`config.mk`:
```
export PLATFORM = sky130hd
export DESIGN_NAME = lc4_top
export DESIGN_NICKNAME = d
export VERILOG_FILES = /design/src/rtl/lc4_pipe_pkg.sv /design/src/rtl/lc4_isa_pkg.sv /design/src/rtl/lc4_top.sv /design/src/rtl/lc4_writeback.sv /design/src/rtl/lc4_execute.sv /design/src/rtl/lc4_regfile.sv /design/src/rtl/lc4_front_end.sv
export VERILOG_INCLUDE_DIRS = /design/src /design/src/rtl
export SDC_FILE = /design/constraint.sdc
export NUM_CORES = 1
export LEC_CHECK = 0
export ABC_AREA = 1
export BUFFER_PORTS_ARGS = -buffer_cell sky130_fd_sc_hd__buf_2
export CAP_MARGIN = 30
export CORE_MARGIN = 8
export CORE_UTILIZATION = 58
export CTS_CLUSTER_DIAMETER = 40
export CTS_CLUSTER_SIZE = 8
export DETAILED_ROUTE_END_ITERATION = 8
export PLACE_DENSITY_LB_ADDON = 0.12
export SKIP_CTS_REPAIR_TIMING = 1
export SYNTH_ARGS = -nofsm -noshare
export SYNTH_HDL_FRONTEND = slang
export SYNTH_SLANG_ARGS = --single-unit
```
`constraint.sdc`:
```
create_clock -name gwe -period 8.49 [get_ports gwe]
set_clock_uncertainty 0.15 [all_clocks]
set_input_delay 0.4245 -clock gwe [delete_from_list [all_inputs] [get_ports gwe]]
set_output_delay 0.4245 -clock gwe [all_outputs]
set_load 0.005 [all_outputs]
```
`src/rtl/lc4_params.svh`:
```
`ifndef LC4_PARAMS_SVH
`define LC4_PARAMS_SVH

// first fetch address out of reset
`define LC4_RESET_PC  16'h8200

// opcode field sits in insn[15:12]
`define LC4_OP_ARITH  4'b0001
`define LC4_OP_LOGIC  4'b0101
`define LC4_OP_CONST  4'b1001

// sub-op field sits in insn[5:3] and insn[5] set means the imm5 form
`define LC4_SUB_ADD   3'b000
`define LC4_SUB_SUB   3'b010
`define LC4_SUB_AND   3'b000
`define LC4_SUB_NOT   3'b001
`define LC4_SUB_OR    3'b010
`define LC4_SUB_XOR   3'b011

// decoded alu operations carried from D to X
`define LC4_ALU_ADD   3'd0
`define LC4_ALU_SUB   3'd1
`define LC4_ALU_AND   3'd2
`define LC4_ALU_OR    3'd3
`define LC4_ALU_XOR   3'd4
`define LC4_ALU_NOT   3'd5
`define LC4_ALU_PASSB 3'd6  // const just forwards the immediate

`define LC4_NOP       16'h0000  // all-zero word is a never-taken branch

`endif
```
`src/rtl/lc4_pipe_pkg.sv`:
```
`default_nettype none

// types that only exist inside the pipeline
package lc4_pipe_pkg;

   // decoded alu operation, encodings in lc4_params.svh
   typedef logic [2:0] alu_op_t;

   // condition codes with n in bit 2, z in bit 1, p in bit 0
   typedef logic [2:0] nzp_t;

endpackage

`default_nettype wire

```
`src/rtl/lc4_isa_pkg.sv`:
```
`default_nettype none

// architectural widths of the lc4 isa
package lc4_isa_pkg;

   // data and address share one width
   typedef logic [15:0] word_t;

   // raw instruction word as fetched
   typedef logic [15:0] insn_t;

   // index into the eight-entry register file
   typedef logic [2:0] reg_sel_t;

endpackage

`default_nettype wire

```
`src/rtl/lc4_top.sv`:
```
`timescale 1ns/1ps
`default_nettype none

// five-stage lc4 subset core
module lc4_top (
   input  wire                        gwe,
   input  wire                        i_reset,
   input  wire lc4_isa_pkg::insn_t    i_imem_insn,
   output wire lc4_isa_pkg::word_t    o_imem_addr,
   output wire                        o_retire_valid,
   output wire lc4_isa_pkg::word_t    o_retire_pc,
   output wire lc4_isa_pkg::insn_t    o_retire_insn,
   output wire                        o_retire_rd_we,   // W write port doubles as trace
   output wire lc4_isa_pkg::reg_sel_t o_retire_rd_sel,
   output wire lc4_isa_pkg::word_t    o_retire_data,
   output wire                        o_retire_nzp_we,
   output wire lc4_pipe_pkg::nzp_t    o_retire_nzp,
   output wire lc4_pipe_pkg::nzp_t    o_nzp
);
   import lc4_isa_pkg::*;
   import lc4_pipe_pkg::*;

   // D stage fields
   wire           d_valid, rs_re, rt_re, d_rd_we, d_nzp_we, use_imm;
   wire word_t    d_pc, imm, rs_data, rt_data;
   wire insn_t    d_insn;
   wire reg_sel_t rs_sel, rt_sel, rd_sel;
   wire alu_op_t  alu_op;
   // X stage fields
   wire           x_valid, x_rd_we, x_nzp_we;
   wire word_t    x_pc, x_result;
   wire insn_t    x_insn;
   wire reg_sel_t x_rd_sel;
   // M bypass source
   wire           m_rd_we;
   wire reg_sel_t m_rd_sel;
   wire word_t    m_result;

   lc4_front_end u_front_end (
      .gwe(gwe), .i_reset(i_reset), .i_imem_insn(i_imem_insn), .o_imem_addr(o_imem_addr),
      .o_d_valid(d_valid), .o_d_pc(d_pc), .o_d_insn(d_insn),
      .o_rs_sel(rs_sel), .o_rt_sel(rt_sel), .o_rd_sel(rd_sel),
      .o_rs_re(rs_re), .o_rt_re(rt_re), .o_rd_we(d_rd_we), .o_nzp_we(d_nzp_we),
      .o_alu_op(alu_op), .o_use_imm(use_imm), .o_imm(imm)
   );

   lc4_regfile u_regfile (
      .gwe(gwe), .i_reset(i_reset), .i_rs_sel(rs_sel), .i_rt_sel(rt_sel),
      .i_rd_sel(o_retire_rd_sel), .i_rd_we(o_retire_rd_we), .i_wdata(o_retire_data),
      .o_rs_data(rs_data), .o_rt_data(rt_data)
   );

   lc4_execute u_execute (
      .gwe(gwe), .i_reset(i_reset), .i_d_valid(d_valid), .i_d_pc(d_pc), .i_d_insn(d_insn),
      .i_rs_sel(rs_sel), .i_rt_sel(rt_sel), .i_rd_sel(rd_sel),
      .i_rs_re(rs_re), .i_rt_re(rt_re), .i_rd_we(d_rd_we), .i_nzp_we(d_nzp_we),
      .i_alu_op(alu_op), .i_use_imm(use_imm), .i_imm(imm),
      .i_rs_data(rs_data), .i_rt_data(rt_data),
      .i_m_rd_sel(m_rd_sel), .i_w_rd_sel(o_retire_rd_sel),
      .i_m_rd_we(m_rd_we), .i_w_rd_we(o_retire_rd_we),
      .i_m_result(m_result), .i_w_result(o_retire_data),
      .o_x_valid(x_valid), .o_x_pc(x_pc), .o_x_insn(x_insn), .o_x_rd_sel(x_rd_sel),
      .o_x_rd_we(x_rd_we), .o_x_nzp_we(x_nzp_we), .o_x_result(x_result)
   );

   lc4_writeback u_writeback (
      .gwe(gwe), .i_reset(i_reset), .i_x_valid(x_valid), .i_x_pc(x_pc), .i_x_insn(x_insn),
      .i_x_rd_sel(x_rd_sel), .i_x_rd_we(x_rd_we), .i_x_nzp_we(x_nzp_we),
      .i_x_result(x_result),
      .o_m_rd_sel(m_rd_sel), .o_m_rd_we(m_rd_we), .o_m_result(m_result),
      .o_w_rd_sel(o_retire_rd_sel), .o_w_rd_we(o_retire_rd_we), .o_w_result(o_retire_data),
      .o_retire_valid(o_retire_valid), .o_retire_pc(o_retire_pc),
      .o_retire_insn(o_retire_insn), .o_retire_nzp_we(o_retire_nzp_we),
      .o_retire_nzp(o_retire_nzp), .o_nzp(o_nzp)
   );

endmodule

`default_nettype wire

```
`src/rtl/lc4_writeback.sv`:
```
`timescale 1ns/1ps
`default_nettype none
`include "lc4_params.svh"

// M and W stages, nzp register and retirement trace
module lc4_writeback (
   input  wire                        gwe,
   input  wire                        i_reset,
   input  wire                        i_x_valid,
   input  wire lc4_isa_pkg::word_t    i_x_pc,
   input  wire lc4_isa_pkg::insn_t    i_x_insn,
   input  wire lc4_isa_pkg::reg_sel_t i_x_rd_sel,
   input  wire                        i_x_rd_we,
   input  wire                        i_x_nzp_we,
   input  wire lc4_isa_pkg::word_t    i_x_result,
   output lc4_isa_pkg::reg_sel_t      o_m_rd_sel,
   output logic                       o_m_rd_we,
   output lc4_isa_pkg::word_t         o_m_result,
   output lc4_isa_pkg::reg_sel_t      o_w_rd_sel,   // also the regfile write port
   output logic                       o_w_rd_we,
   output lc4_isa_pkg::word_t         o_w_result,
   output logic                       o_retire_valid,
   output lc4_isa_pkg::word_t         o_retire_pc,
   output lc4_isa_pkg::insn_t         o_retire_insn,
   output logic                       o_retire_nzp_we,
   output lc4_pipe_pkg::nzp_t         o_retire_nzp,
   output lc4_pipe_pkg::nzp_t         o_nzp         // architectural nzp
);
   import lc4_isa_pkg::*;
   import lc4_pipe_pkg::*;

   logic  m_valid, m_nzp_we;
   word_t m_pc;
   insn_t m_insn;
   nzp_t  nzp_new;
   nzp_t  nzp_q;

   // control for both stages
   always_ff @(posedge gwe) begin
      if (i_reset) begin
         m_valid         <= 1'b0;
         o_m_rd_we       <= 1'b0;
         m_nzp_we        <= 1'b0;
         m_insn          <= `LC4_NOP;
         o_retire_valid  <= 1'b0;
         o_w_rd_we       <= 1'b0;
         o_retire_nzp_we <= 1'b0;
         o_retire_insn   <= `LC4_NOP;
      end else begin
         m_valid         <= i_x_valid;
         o_m_rd_we       <= i_x_rd_we;
         m_nzp_we        <= i_x_nzp_we;
         m_insn          <= i_x_insn;
         o_retire_valid  <= m_valid;
         o_w_rd_we       <= o_m_rd_we;
         o_retire_nzp_we <= m_nzp_we;
         o_retire_insn   <= m_insn;
      end
   end

   always_ff @(posedge gwe) begin
      m_pc        <= i_x_pc;
      o_m_rd_sel  <= i_x_rd_sel;
      o_m_result  <= i_x_result;  // no memory op so M just carries it
      o_retire_pc <= m_pc;
      o_w_rd_sel  <= o_m_rd_sel;
      o_w_result  <= o_m_result;
   end

   assign nzp_new = (o_w_result == '0) ? 3'b010 :   // z
                    !o_w_result[15]    ? 3'b001 :   // p
                                         3'b100;    // n

   always_ff @(posedge gwe) begin
      if (i_reset) begin
         nzp_q <= '0;
      end else if (o_retire_nzp_we) begin
         nzp_q <= nzp_new;
      end
   end

   assign o_retire_nzp = nzp_new;
   assign o_nzp        = nzp_q;

endmodule

`default_nettype wire

```
`src/rtl/lc4_execute.sv`:
```
`timescale 1ns/1ps
`default_nettype none
`include "lc4_params.svh"

// X stage, D->X registers + bypass + subset alu
module lc4_execute (
   input  wire                        gwe,
   input  wire                        i_reset,
   input  wire                        i_d_valid,
   input  wire lc4_isa_pkg::word_t    i_d_pc,
   input  wire lc4_isa_pkg::insn_t    i_d_insn,
   input  wire lc4_isa_pkg::reg_sel_t i_rs_sel,
   input  wire lc4_isa_pkg::reg_sel_t i_rt_sel,
   input  wire lc4_isa_pkg::reg_sel_t i_rd_sel,
   input  wire                        i_rs_re,
   input  wire                        i_rt_re,
   input  wire                        i_rd_we,
   input  wire                        i_nzp_we,
   input  wire lc4_pipe_pkg::alu_op_t i_alu_op,
   input  wire                        i_use_imm,
   input  wire lc4_isa_pkg::word_t    i_imm,
   input  wire lc4_isa_pkg::word_t    i_rs_data,   // regfile read in D
   input  wire lc4_isa_pkg::word_t    i_rt_data,
   input  wire lc4_isa_pkg::reg_sel_t i_m_rd_sel,
   input  wire lc4_isa_pkg::reg_sel_t i_w_rd_sel,
   input  wire                        i_m_rd_we,
   input  wire                        i_w_rd_we,
   input  wire lc4_isa_pkg::word_t    i_m_result,
   input  wire lc4_isa_pkg::word_t    i_w_result,
   output logic                       o_x_valid,
   output lc4_isa_pkg::word_t         o_x_pc,
   output lc4_isa_pkg::insn_t         o_x_insn,
   output lc4_isa_pkg::reg_sel_t      o_x_rd_sel,
   output logic                       o_x_rd_we,
   output logic                       o_x_nzp_we,
   output lc4_isa_pkg::word_t         o_x_result
);
   import lc4_isa_pkg::*;
   import lc4_pipe_pkg::*;

   reg_sel_t x_rs_sel, x_rt_sel;
   logic     x_rs_re, x_rt_re;
   alu_op_t  x_alu_op;
   logic     x_use_imm;
   word_t    x_imm;
   word_t    x_rs_data, x_rt_data;
   word_t    rs_val, rt_val;  // operands after bypass
   word_t    op_b;            // rt or the immediate

   // control half of the X latch
   always_ff @(posedge gwe) begin
      if (i_reset) begin
         o_x_valid  <= 1'b0;
         o_x_rd_we  <= 1'b0;
         o_x_nzp_we <= 1'b0;
         x_rs_re    <= 1'b0;
         x_rt_re    <= 1'b0;
         o_x_insn   <= `LC4_NOP;
      end else begin
         o_x_valid  <= i_d_valid;
         o_x_rd_we  <= i_rd_we;
         o_x_nzp_we <= i_nzp_we;
         x_rs_re    <= i_rs_re;
         x_rt_re    <= i_rt_re;
         o_x_insn   <= i_d_insn;
      end
   end

   always_ff @(posedge gwe) begin
      o_x_pc     <= i_d_pc;
      o_x_rd_sel <= i_rd_sel;
      x_rs_sel   <= i_rs_sel;
      x_rt_sel   <= i_rt_sel;
      x_alu_op   <= i_alu_op;
      x_use_imm  <= i_use_imm;
      x_imm      <= i_imm;
      x_rs_data  <= i_rs_data;
      x_rt_data  <= i_rt_data;
   end

   // M is younger than W so it wins, regfile data is the fallback
   function automatic word_t bypass(input reg_sel_t sel, input logic re, input word_t rf_data);
      if (re && i_m_rd_we && (i_m_rd_sel == sel)) begin
         return i_m_result;
      end else if (re && i_w_rd_we && (i_w_rd_sel == sel)) begin
         return i_w_result;
      end
      return rf_data;
   endfunction

   always_comb begin
      rs_val = bypass(x_rs_sel, x_rs_re, x_rs_data);
      rt_val = bypass(x_rt_sel, x_rt_re, x_rt_data);
   end

   assign op_b = x_use_imm ? x_imm : rt_val;

   always_comb begin
      case (x_alu_op)
         `LC4_ALU_ADD:   o_x_result = rs_val + op_b;
         `LC4_ALU_SUB:   o_x_result = rs_val - op_b;
         `LC4_ALU_AND:   o_x_result = rs_val & op_b;
         `LC4_ALU_OR:    o_x_result = rs_val | op_b;
         `LC4_ALU_XOR:   o_x_result = rs_val ^ op_b;
         `LC4_ALU_NOT:   o_x_result = ~rs_val;  // rt ignored
         default:        o_x_result = op_b;     // passb for const and nops
      endcase
   end

   // a bubble must never reach the register file
   a_we_valid: assert property (@(posedge gwe) disable iff (i_reset)
      o_x_rd_we |-> o_x_valid);

endmodule

`default_nettype wire

```
`src/rtl/lc4_regfile.sv`:
```
`timescale 1ns/1ps
`default_nettype none

// eight general registers, two reads and one write
module lc4_regfile (
   input  wire                       gwe,
   input  wire                       i_reset,
   input  wire lc4_isa_pkg::reg_sel_t i_rs_sel,
   input  wire lc4_isa_pkg::reg_sel_t i_rt_sel,
   input  wire lc4_isa_pkg::reg_sel_t i_rd_sel,  // W-stage destination
   input  wire                       i_rd_we,
   input  wire lc4_isa_pkg::word_t   i_wdata,
   output lc4_isa_pkg::word_t        o_rs_data,
   output lc4_isa_pkg::word_t        o_rt_data
);
   import lc4_isa_pkg::*;

   word_t regs [0:7];

   always_ff @(posedge gwe) begin
      if (i_reset) begin
         for (int i = 0; i < 8; i++) begin
            regs[i] <= '0;
         end
      end else if (i_rd_we) begin
         regs[i_rd_sel] <= i_wdata;
      end
   end

   // write-through so D sees what W retires this cycle
   assign o_rs_data = (i_rd_we && (i_rd_sel == i_rs_sel)) ? i_wdata : regs[i_rs_sel];
   assign o_rt_data = (i_rd_we && (i_rd_sel == i_rt_sel)) ? i_wdata : regs[i_rt_sel];

   // an unknown write enable from W would silently corrupt state
   a_we_known: assert property (@(posedge gwe) disable iff (i_reset)
      !$isunknown(i_rd_we));

endmodule

`default_nettype wire

```
`src/rtl/lc4_front_end.sv`:
```
`timescale 1ns/1ps
`default_nettype none
`include "lc4_params.svh"

// F and D stages, pc + D latch + subset decoder
module lc4_front_end (
   input  wire                     gwe,          // global clock
   input  wire                     i_reset,
   input  wire lc4_isa_pkg::insn_t i_imem_insn,  // same-cycle imem data
   output lc4_isa_pkg::word_t      o_imem_addr,  // F-stage pc
   output logic                    o_d_valid,
   output lc4_isa_pkg::word_t      o_d_pc,
   output lc4_isa_pkg::insn_t      o_d_insn,
   output lc4_isa_pkg::reg_sel_t   o_rs_sel,
   output lc4_isa_pkg::reg_sel_t   o_rt_sel,
   output lc4_isa_pkg::reg_sel_t   o_rd_sel,
   output logic                    o_rs_re,
   output logic                    o_rt_re,
   output logic                    o_rd_we,
   output logic                    o_nzp_we,
   output lc4_pipe_pkg::alu_op_t   o_alu_op,
   output logic                    o_use_imm,    // imm replaces rt in X
   output lc4_isa_pkg::word_t      o_imm
);
   import lc4_isa_pkg::*;
   import lc4_pipe_pkg::*;

   word_t pc_q;       // F-stage pc
   insn_t d_insn_q;
   word_t d_pc_q;
   logic  d_valid_q;
   word_t imm5;       // sign-extended insn[4:0]
   word_t imm9;       // sign-extended insn[8:0]
   logic  kept;       // insn is in the supported subset

   // no branches, so fetch just walks forward
   always_ff @(posedge gwe) begin
      if (i_reset) begin
         pc_q <= `LC4_RESET_PC;
      end else begin
         pc_q <= pc_q + 16'd1;
      end
   end

   always_ff @(posedge gwe) begin
      if (i_reset) begin
         d_valid_q <= 1'b0;
         d_insn_q  <= `LC4_NOP;  // D holds a bubble out of reset
      end else begin
         d_valid_q <= 1'b1;
         d_insn_q  <= i_imem_insn;
      end
   end

   always_ff @(posedge gwe) begin
      d_pc_q <= pc_q;
   end

   assign imm5 = {{11{d_insn_q[4]}}, d_insn_q[4:0]};
   assign imm9 = {{7{d_insn_q[8]}}, d_insn_q[8:0]};

   // subset decode, anything unknown falls through as a non-writing nop
   always_comb begin
      kept      = 1'b0;
      o_rs_re   = 1'b0;
      o_rt_re   = 1'b0;
      o_use_imm = 1'b0;
      o_imm     = '0;
      o_alu_op  = `LC4_ALU_PASSB;
      case (d_insn_q[15:12])
         `LC4_OP_ARITH: begin
            if (d_insn_q[5]) begin  // add imm5
               kept      = 1'b1;
               o_alu_op  = `LC4_ALU_ADD;
               o_use_imm = 1'b1;
               o_imm     = imm5;
            end else begin
               case (d_insn_q[5:3])
                  `LC4_SUB_ADD: begin
                     kept     = 1'b1;
                     o_alu_op = `LC4_ALU_ADD;
                  end
                  `LC4_SUB_SUB: begin
                     kept     = 1'b1;
                     o_alu_op = `LC4_ALU_SUB;
                  end
                  default: kept = 1'b0;  // mul and div are not supported
               endcase
               o_rt_re = kept;
            end
            o_rs_re = kept;
         end
         `LC4_OP_LOGIC: begin
            kept    = 1'b1;
            o_rs_re = 1'b1;
            if (d_insn_q[5]) begin  // and imm5
               o_alu_op  = `LC4_ALU_AND;
               o_use_imm = 1'b1;
               o_imm     = imm5;
            end else begin
               case (d_insn_q[5:3])
                  `LC4_SUB_AND: o_alu_op = `LC4_ALU_AND;
                  `LC4_SUB_NOT: o_alu_op = `LC4_ALU_NOT;
                  `LC4_SUB_OR:  o_alu_op = `LC4_ALU_OR;
                  `LC4_SUB_XOR: o_alu_op = `LC4_ALU_XOR;
                  default:      kept = 1'b0;
               endcase
               o_rt_re = kept && (d_insn_q[5:3] != `LC4_SUB_NOT);  // not reads rs only
            end
         end
         `LC4_OP_CONST: begin
            kept      = 1'b1;
            o_use_imm = 1'b1;
            o_imm     = imm9;
         end
         default: kept = 1'b0;
      endcase
      o_rd_we  = kept && d_valid_q;
      o_nzp_we = kept && d_valid_q;  // every kept insn sets nzp
   end

   assign o_imem_addr = pc_q;
   assign o_d_valid   = d_valid_q;
   assign o_d_pc      = d_pc_q;
   assign o_d_insn    = d_insn_q;
   assign o_rd_sel    = d_insn_q[11:9];
   assign o_rs_sel    = d_insn_q[8:6];
   assign o_rt_sel    = d_insn_q[2:0];  // kept apart from rs

   // fetch never redirects or holds
   a_pc_step: assert property (@(posedge gwe) disable iff (i_reset)
      !$past(i_reset) |-> (pc_q == $past(pc_q) + 16'd1));

endmodule

`default_nettype wire

```
**Word level (Yosys, flattened, before mapping)**

Memory sizes are Yosys's and may differ from the RTL's. A register that Yosys moved wholly into a read port is not among the register bits.
Cells that the tools add are included.

- Register bits: 255
- Memory bits (writable): 128
- Input bits: 18
- Output and inout bits: 76
- Memories: 1

Memories:

| memory | words | width | read ports | clocked after memory_dff | wr ports | RTL line | RTL |
|---|---|---|---|---|---|---|---|
| u_regfile.regs | 8 | 16 | 2 | 2 | 8 | lc4_regfile.sv:18 | `word_t regs [0:7];` |

- $add $sub $neg: 3
- Equal/unequal tests: 18
- Muxes and demuxes: 47
- Bitwise logic cells: 4
- Reductions and logical operators: 19

Operator list:

| kind | count |
|---|---|
| two-way mux 16 bit | 11 |
| case mux 16 bit (6 select lines) | 1 |
| case mux 16 bit (2 select lines) | 1 |
| two-way mux 3 bit | 7 |
| two-way mux 1 bit | 20 |
| equality test 3 bit | 6 |
| adder 16 x 1 -> 16 bit, second input constant | 1 |
| adder 16 bit | 1 |
| bitwise AND 16 bit | 1 |
| logical NOT 16 bit | 1 |
| NOT 16 bit | 1 |
| bitwise OR 16 bit | 1 |
| OR reduction 16 bit | 1 |
| subtractor 16 bit | 1 |
| bitwise XOR 16 bit | 1 |
| equality test 3 x 2 -> 1 bit, second input constant | 4 |
| logical AND 1 bit | 12 |
| case mux 3 bit (2 select lines) | 2 |
| case mux 3 bit (4 select lines) | 1 |
| equality test 3 x 1 -> 1 bit, second input constant | 2 |
| equality test 3 bit, second input constant | 2 |
| logical NOT 3 bit | 2 |
| case mux 1 bit (2 select lines) | 3 |
| equality test 4 x 1 -> 1 bit, second input constant | 1 |
| 6 further kinds | 7 |

**Depth between registers and ports, before layout**

Gate-level depths: netlist of the first run.

- Word-level depth: 8
- Mapped depth: 32

**By module**

From an unflattened synthesis of the first run, not the netlist that was laid out.

- Cells, all modules: 2306
- Area, all modules: 18041.1 µm²

Modules (own cells, without submodules):

| module | instances | cells each | area an instance (µm²) |
|---|---|---|---|
| lc4_regfile | 1 | 1057 | 7762.4 |
| lc4_execute | 1 | 794 | 5753.0 |
| lc4_writeback | 1 | 218 | 2665.1 |
| lc4_front_end | 1 | 237 | 1860.5 |

**Worst setup path before layout of the first run**

No wires, ideal clock.

- Path kind: flip-flop to flip-flop
- Start point: reg u_writeback.o_w_rd_sel[1]
- End point: reg u_writeback.o_m_result[13]
- Setup time: 0.120 ns
- Arrival time: 3.334 ns
- Required time: 8.220 ns
- Path slack: 4.886 ns
- Cell stages (with the launch flop): 30
- Path buffers: 2
- Clock period less this slack: 3.604 ns
- Path through: dfxtp_1 -> buf_4 -> inv_2 -> nand2_1 -> nand2_1 -> nor2_2 -> nand2_4 -> nand2_4 -> buf_8 -> nand3_1 -> nand3_1 -> nand2_1 -> ha_1 -> nand2_1 -> inv_2 -> nand4_1 -> nand2_1 -> xor2_1 -> ha_1 -> nand2_1 -> nor3_1 -> nand3_1 -> nand3_1 -> nand3_1 -> nand2_1 -> a31oi_1 -> xor2_1 -> nor2_1 -> nor4_1 -> inv_1

- Word-level cells in the longest chain between the ends: 8

Ends and longest elaborated chain:

| item | RTL line | RTL |
|---|---|---|
| start: declaration | lc4_writeback.sv:19 | `output lc4_isa_pkg::reg_sel_t o_w_rd_sel,` |
| start signal: assignment | lc4_writeback.sv:66 | `o_w_rd_sel <= o_m_rd_sel;` |
| equality test 3 bit | lc4_execute.sv:85 | `end else if (re && i_w_rd_we && (i_w_rd_sel == sel)) begin` |
| logical AND 1 bit | lc4_execute.sv:85 |  |
| two-way mux 1 bit | lc4_execute.sv:85 |  |
| two-way mux 1 bit | lc4_execute.sv:83 | `if (re && i_m_rd_we && (i_m_rd_sel == sel)) begin` |
| two-way mux 16 bit | lc4_execute.sv:88 | `return rf_data;` |
| two-way mux 16 bit | lc4_execute.sv:96 | `assign op_b = x_use_imm ? x_imm : rt_val;` |
| subtractor 16 bit (tied with other cells) | lc4_execute.sv:101 | `` `LC4_ALU_SUB: o_x_result = rs_val - op_b; `` |
| case mux 16 bit (6 select lines) * | lc4_execute.sv:99 | `case (x_alu_op)` |
| net u_execute.o_x_result[13] | lc4_execute.sv:36 | `output lc4_isa_pkg::word_t o_x_result` |
| end signal: assignment | lc4_writeback.sv:64 | `o_m_result <= i_x_result;` |
| end: declaration | lc4_writeback.sv:18 | `output lc4_isa_pkg::word_t o_m_result,` |

The timed path passes the listed nets; every way through them passes the cells marked *.
A chain may end at the register's enable or synchronous reset.

**Worst setup path after layout of the first run**

- Start point: reg u_writeback.o_m_rd_sel[0]
- End point: reg u_writeback.o_m_result[14]

- Word-level cells in the longest chain between the ends: 7

Ends and longest elaborated chain:

| item | RTL line | RTL |
|---|---|---|
| start: declaration | lc4_writeback.sv:16 | `output lc4_isa_pkg::reg_sel_t o_m_rd_sel,` |
| start signal: assignment | lc4_writeback.sv:63 | `o_m_rd_sel <= i_x_rd_sel;` |
| equality test 3 bit | lc4_execute.sv:83 |  |
| logical AND 1 bit | lc4_execute.sv:83 |  |
| two-way mux 16 bit or two-way mux 1 bit (tied branches) | lc4_execute.sv:83 |  |
| two-way mux 16 bit | lc4_execute.sv:88 |  |
| two-way mux 16 bit | lc4_execute.sv:96 |  |
| subtractor 16 bit (tied with other cells) | lc4_execute.sv:101 |  |
| case mux 16 bit (6 select lines) * | lc4_execute.sv:99 |  |
| net u_execute.o_x_result[14] | lc4_execute.sv:36 |  |

Marked as above.

==> reports/results.ini, run 1 <==
[finish]
multiInputGateArea_mm2=0.00635
layout_common_cells=nor2_1, nand2_1, inv_1, dfxtp_1, o21ai_0
final_layout_size_suffix_gt1_share_pct=11.7
sequential_cell_area_mm2=0.00882
syn_to_final_growth_pct=14.9
fill_cells=2412
layout.cells.most_common=nor2_1
num-nets-final=2126
n_antenna_cell=0

[timing]
timing.final.hold_violations=0
count_of_pins_over_their_slew_limit=0
setup_tns_ns=0
period_utilization_pct=54.1
post-route-min-period_ns=4.59
setup_viol_count_final=0
worstMarginPinSlew_ns=1.05
rsz0062_at_grt=false
relSlewSlack_pct=29.9
fmaxAchievable_ghz=0.218

[min_path]
hold_class=input port to flop

[setup_path]
path_max_fanout=32
crit_top_cell=nand2_1
slowest_stage=fa_1
crit_buf_inv=6
cp-end-kind=flop
timing.setup.critical_path_class=flop to flop
highest_cell_delay_on_the_worst_timing_path_ns=0.45
critical_path.startpoint_type=flop
worst_ep_required_time_ns=8.77
crit_family=compound AO/OA/AOI/OAI gates
critPathArrivalTime_ns=4.87

[clock_network]
cts_tree=yes
numCtsBuffers=57
clk_root_buffer_cell=clkbuf_16
cts_max_path_buffers=3
clock_latency_reported_for_the_late_side_of_the_worst_skew_pair_ns=0.57
htree_num_levels=2
clock_net_sink_count=376
worst_setup_hold_path_clk_slew_ns=0.05

[yosys]
yosys.cell_types.count=46
synth.net_count=2049
synth_cell_area_mm2=0.0166
synth_cells=1980
synth_enable_flop_cells=128
ys.flop_type=dfxtp_1
yosysSeqAreaShare_pct=52.9
ys_seq_elements=376
syn_avg_cell_area_um2=8.41
synth_warnings=0
asyncSetResetFlopFracSynth_pct=0

[route]
drt_drc_violations_left=0
detail_route.wl_per_cell_um=18.0
drt_pass1_iterations=7
drt.antenna.violating_nets=0
vias=13700
avgViaCountPerCell=5.54
detail_route.iter0.violations=1499
wirelength_mm=44.5

[power]
worst_vdd_rail_ir_drop_v=0.000166
pleak_nw=8.33
finalPower_mw=4.63
power-per-cell-area_mw_per_mm2=242

[global_route]
grt_pass1_vias=12800
globalRouteOverflowTotal=0
antenna_found_initial=0
grt_util_all_layers_pct=25.5
grt_pass1_wl_mm=68.6
grt_max_degree=77

[floorplanning]
fp.dieH_um=185
io_pins=94
placeableCoreArea_mm2=0.0285
die_w_um=185
dieArea_mm2=0.0344
initial_cell_density_of_the_core_pct=58.5
fp_rows=62

[placement]
io_buffers=93
hpwl_dp_mm=28.8
finalWeightedCongestion=0.934

[job]
cap_viol_max_count=0

[outcome]
status=complete, no violations

-- per-layer routing --
metal	share of wire, %	global-route usage [%]
met2	48	44.0
met5	0	0
met1	41	31.8
met4	2.9	9.80
met3	8.3	3.83
-- area by class of cell --
| type | instances | area share [%] |
|---|---|---|
| clock buffer | 76 | 7.93 |
| sequential | 376 | 46.1 |
| timing repair buffer | 123 | 3.92 |
| multi-input combinational | 1218 | 33.2 |
| tap | 384 | 2.51 |
| inverter | 281 | 5.51 |
| clock inverter | 11 | 0.798 |
-- stage by stage --
step	std cells	area, µm²	hold slack, ns	util [%]	worst slack (ns)
after detailed placement	2366	17300	0.162	60.8	4.00
after floorplan	1980	16600	0.160	-	4.89
after CTS	2453	19000	-0.101	66.6	3.97
after global routing	2469	19100	0.0507	67.2	3.42
final	2469	19100	0.0452	67.2	3.90
after global placement	2365	17300	0.160	60.7	4.13
-- state kept, by name, summed over array words and instances (netlist names), 9 cells and up --
register	cells
u_execute.o_x_insn	16
u_execute.o_x_pc	16
u_execute.x_imm	9
u_execute.x_rs_data	16
u_execute.x_rt_data	16
u_front_end.o_d_insn	16
u_front_end.o_d_pc	16
u_front_end.o_imem_addr	16
u_regfile.regs	128
u_writeback.m_insn	16
u_writeback.m_pc	16
u_writeback.o_m_result	16
u_writeback.o_retire_insn	16
u_writeback.o_retire_pc	16
u_writeback.o_w_result	16
-- where the power goes --
| group | switching, mW | leakage [nW] | internal [mW] |
|---|---|---|---|
| clock network | 0.759 | 0.802 | 1.29 |
| logic | 0.374 | 4.17 | 0.176 |
| registers | 0.0776 | 3.36 | 1.95 |
| total | 1.21 | 8.33 | 3.42 |
-- final timing paths --
kind	startpoint	end	slack, ns	depth (start not counted)
worst max register to register	u_writeback.o_m_rd_sel[0]	u_writeback.o_m_result[14]	3.90	28
worst max-delay path	u_writeback.o_m_rd_sel[0]	u_writeback.o_m_result[14]	3.90	28
worst min register to register	u_writeback.m_pc[1]	u_writeback.o_retire_pc[1]	0.17	0
worst min-delay path	i_reset	u_writeback.o_nzp[0]	0.05	4
-- synth_stat cells (13+ instances only) --
master    count  area, µm²
nor2_1      282       1060
nand2_1     269       1010
inv_1       263        987
dfxtp_1     248       4960
o21ai_0     192        961
a21oi_1     144        721
edfxtp_1    128       3840
clkbuf_1     85        319
nand3_1      74        370
o211ai_1     68        510
ha_1         50        626
nor3_1       16       80.1
inv_2        13       48.8
xor2_1       13        114
-- cell families (layout without fill, tap and decap cells) --
family / Yosys count / count (layout) / share of synthesized area (%)
AO/OA/AOI/OAI: 457 / 457 / 15.6
XOR/XNOR: 16 / 16 / 0.842
buffers and inverters: 386 / 491 / 8.99
flip-flops: 376 / 376 / 52.9
AND/OR/NAND/NOR: 694 / 694 / 17.8
adder cells (fa/ha/maj): 51 / 51 / 3.88
-- worst reg2reg max path, delay by kind of cell, from the launching register on --
family | cells | cell delay [ns]
compound gates | 8 | 1.31
simple gates | 12 | 1.19
buf+inv | 6 | 0.74
fa+ha+maj | 2 | 0.74
flops | 1 | 0.34
Power figures use the tool's default switching activity.
==> run 2, diff against run 1 <==
--- a/config.mk
+++ b/config.mk
@@ -6,7 +6,7 @@
 export SDC_FILE = /design/constraint.sdc
 export NUM_CORES = 1
 export LEC_CHECK = 0
-export ABC_AREA = 1
+export ABC_AREA = 0
 export BUFFER_PORTS_ARGS = -buffer_cell sky130_fd_sc_hd__buf_2
 export CAP_MARGIN = 30
 export CORE_MARGIN = 8
==> constraint.sdc (replaced) <==
create_clock -name gwe -period 4.6 [get_ports gwe]
set_clock_uncertainty 0.15 [all_clocks]
set_input_delay 0.23 -clock gwe [delete_from_list [all_inputs] [get_ports gwe]]
set_output_delay 0.23 -clock gwe [all_outputs]
set_load 0.005 [all_outputs]
==> run 2 against run 1 <==
Effect of this change: sequential power is 85% higher; clock-buffer cell count is 6 lower; synthesized area down 1.6%; hold slack better by 0.12 ns; critical path type unchanged; largest cell class unchanged; final area increased by 2.1%; final cell count fell by 21%; maximum frequency up 1.7%; synthesized cell count is 29% lower; critical endpoint is now u_writeback.o_m_result[11].
==> reports/results.ini, run 2 <==
[route]
drt_pass1_iterations=6
drt_drc_violations_left=0
routed.top_layer=met4
drt.antenna.violating_nets=0
routedLengthMet1_mm=15.9
detail_route.wl_per_cell_um=20.1
wirelength_mm=39.2
route.met3.wl_mm=2.56
length_of_routed_met2_wiring_mm=19.6
detail_route.iter0.violations=856
vias=11000
avgViaCountPerCell=5.62

[power]
worst_vdd_rail_ir_drop_v=0.000322
power-per-cell-area_mw_per_mm2=442
pleak_nw=7.91
finalPower_mw=8.64

[finish]
largest-register=u_regfile.regs
largest_register_ff_count=128
n_antenna_cell=0
syn_to_final_growth_pct=19.3
layout_common_cells=dfxtp_1, edfxtp_1, and2_1, nor2_1, buf_2
finalInstanceArea_mm2=0.0195
layout.core_utilization_pct=70.3
layout.cells.most_common=dfxtp_1
num-nets-final=1618
stdcell_count=1951
final_layout_size_suffix_gt1_share_pct=22.6

[clock_network]
htree_num_levels=2
cts_tree=yes
clk_root_buffer_cell=clkbuf_16
clock_latency_reported_for_the_late_side_of_the_worst_skew_pair_ns=0.59
worst_setup_hold_path_clk_slew_ns=0.05
cts_max_path_buffers=3
numCtsBuffers=58
clock_net_sink_count=376

[timing]
count_of_pins_over_their_slew_limit=0
setup_tns_ns=0
post-route-min-period_ns=4.51
setup_viol_count_final=0
timing.final.hold_violations=0
fmaxAchievable_ghz=0.222
worstMarginPinSlew_ns=1.04
period_utilization_pct=98.1
timing.hold.ws_ns=0.169
relSlewSlack_pct=30.4
finalWorstSetupSlack_ns=0.0878

[setup_path]
regToRegSetupSlack_ns=0.09
r2r_depth=16
worst_r2r_endpoint=u_writeback.o_m_result[11]
worstSetupEndpoint=u_writeback.o_m_result[11]
worst_ep_required_time_ns=4.89
highest_cell_delay_on_the_worst_timing_path_ns=0.59
critical_path.startpoint_type=flop
cp-end-kind=flop
crit_family=simple AND/OR/NAND/NOR gates
worstReg2RegStart=u_writeback.o_w_rd_sel[0]
startpoint=u_writeback.o_w_rd_sel[0]
path_max_fanout=5
slowest_stage=or4_4
crit_buf_inv=1
timing.setup.critical_path_class=flop to flop
crit_cells=16
crit_path_cell_trace=xor2_2 > or4_4 > a221oi_2 > o31ai_2 > nor3_2 > and3_4 > nor2_1 > xnor2_1 > ha_1 > nand4_1 > a211oi_1 > o21a_1 > buf_4 > nor2_1 > xnor2_1 > mux4_2
critPathArrivalTime_ns=4.80

[yosys]
asyncSetResetFlopFracSynth_pct=0
synth.net_count=1469
synth_area_leader_cell=dfxtp_1
synth_cell_area_mm2=0.0164
synth_cells=1400
ys.flop_type=dfxtp_1
ys_seq_elements=376
yosys.cell_types.count=67
netlist_top_cells_area=dfxtp_1, edfxtp_1, mux4_2
yosys.cell_count.top_type=dfxtp_1
synth_top_area_share_pct=30.3
synth_warnings=0
netlist_top_cells_count=dfxtp_1, edfxtp_1, and2_1
yosysSeqAreaShare_pct=53.8
synth_enable_flop_cells=128
syn_avg_cell_area_um2=11.7

[global_route]
globalRouteOverflowTotal=0
grt_max_degree=86
antenna_found_initial=0
grt_pass1_vias=10800
grt_util_all_layers_pct=22.8
grt_pass1_wl_mm=59.6

[placement]
io_buffers=93
placed_cells_incl_taps=1839
finalWeightedCongestion=0.904
detailedPlace.worstSlack_ns=-0.00972
hpwl_dp_mm=25.4
postPlaceCellArea_mm2=0.0174

[floorplanning]
initial_cell_density_of_the_core_pct=58.9
fp_rows=61
die_w_um=184
io_pins=94
placeableCoreArea_mm2=0.0278
dieArea_mm2=0.0339
fp.dieH_um=184

[job]
cap_viol_max_count=0

[outcome]
status=complete, no violations

[min_path]
hold_class=flop to flop

-- run 2: cell types whose count changed in the layout (fill, tap and decap cells not counted), moves of 12 or more --
cell	before	now
o21ai_0	192	23
mux2i_1	0	59
buf_4	13	65
xnor2_1	3	35
nor2_1	282	117
o211ai_1	68	0
and2_1	0	125
o21ai_1	9	21
nand2_1	269	56
nor2b_1	0	80
mux4_2	0	74
a21oi_1	144	88
nand3_1	74	10
inv_1	263	42
-- run 2: kinds of logic after synthesis --
group                    count (synthesis)  share of synthesized area [%]
AO/OA/AOI/OAI                          194                           7.34
multiplexers                           133                           13.8
buffers and inverters                  139                           3.41
flip-flops                             376                           53.8
adder cells (fa/ha/maj)                 51                           3.94
AND/OR/NAND/NOR                        453                           14.8
XOR/XNOR                                54                           2.98
-- run 2: per-layer routing --
metal,vias to the layer above,GRT usage [%]
met4,0,8.65
li1,5200,-
met5,-,0
met3,78,3.85
met1,5315,28.1
met2,365,39.5
-- run 2: worst min-delay path by stage --
| stage | from | depth (start not counted) | to | slack, ns |
|---|---|---|---|---|
| 2_1_floorplan | u_front_end.o_d_pc[0] | 0 | u_execute.o_x_pc[0] | 0.16 |
| 3_3_place_gp | u_execute.o_x_pc[15] | 0 | u_writeback.m_pc[15] | 0.16 |
| 3_5_place_dp | u_front_end.o_d_pc[0] | 0 | u_execute.o_x_pc[0] | 0.16 |
| 4_1_cts | i_imem_insn[2] | 2 | u_front_end.o_d_insn[2] | -0.30 |
| 5_1_grt | u_front_end.o_d_pc[1] | 0 | u_execute.o_x_pc[1] | 0.17 |
| 6_report | u_front_end.o_d_pc[10] | 0 | u_execute.o_x_pc[10] | 0.17 |
-- run 2: power by group --
part | leakage (nW) | internal (mW) | total [mW] | switching [mW]
sequential | 3.36 | 3.60 | 3.75 | 0.154
combinational | 3.72 | 0.465 | 1.01 | 0.547
clock | 0.827 | 2.45 | 3.88 | 1.43
-- run 2: worst register-to-register path: stages (launching register included) --
cell and delay, ns:
dfxtp_2 0.34, xor2_2 0.21, or4_4 0.60, a221oi_2 0.32, o31ai_2 0.12, nor3_2 0.35, and3_4 0.26, nor2_1 0.05
xnor2_1 0.15, ha_1 0.36, nand4_1 0.14, a211oi_1 0.29, o21a_1 0.22, buf_4 0.12, nor2_1 0.04, xnor2_1 0.16
mux4_2 0.49
-- run 2: area by class of cell --
type	instances	area (µm²)
timing repair buffer	181	1210
clock inverter	14	216
clock buffer	70	1510
inverter	46	173
multi-input combinational	886	7140
fill	2021	8240
tap	378	473
sequential	376	8810
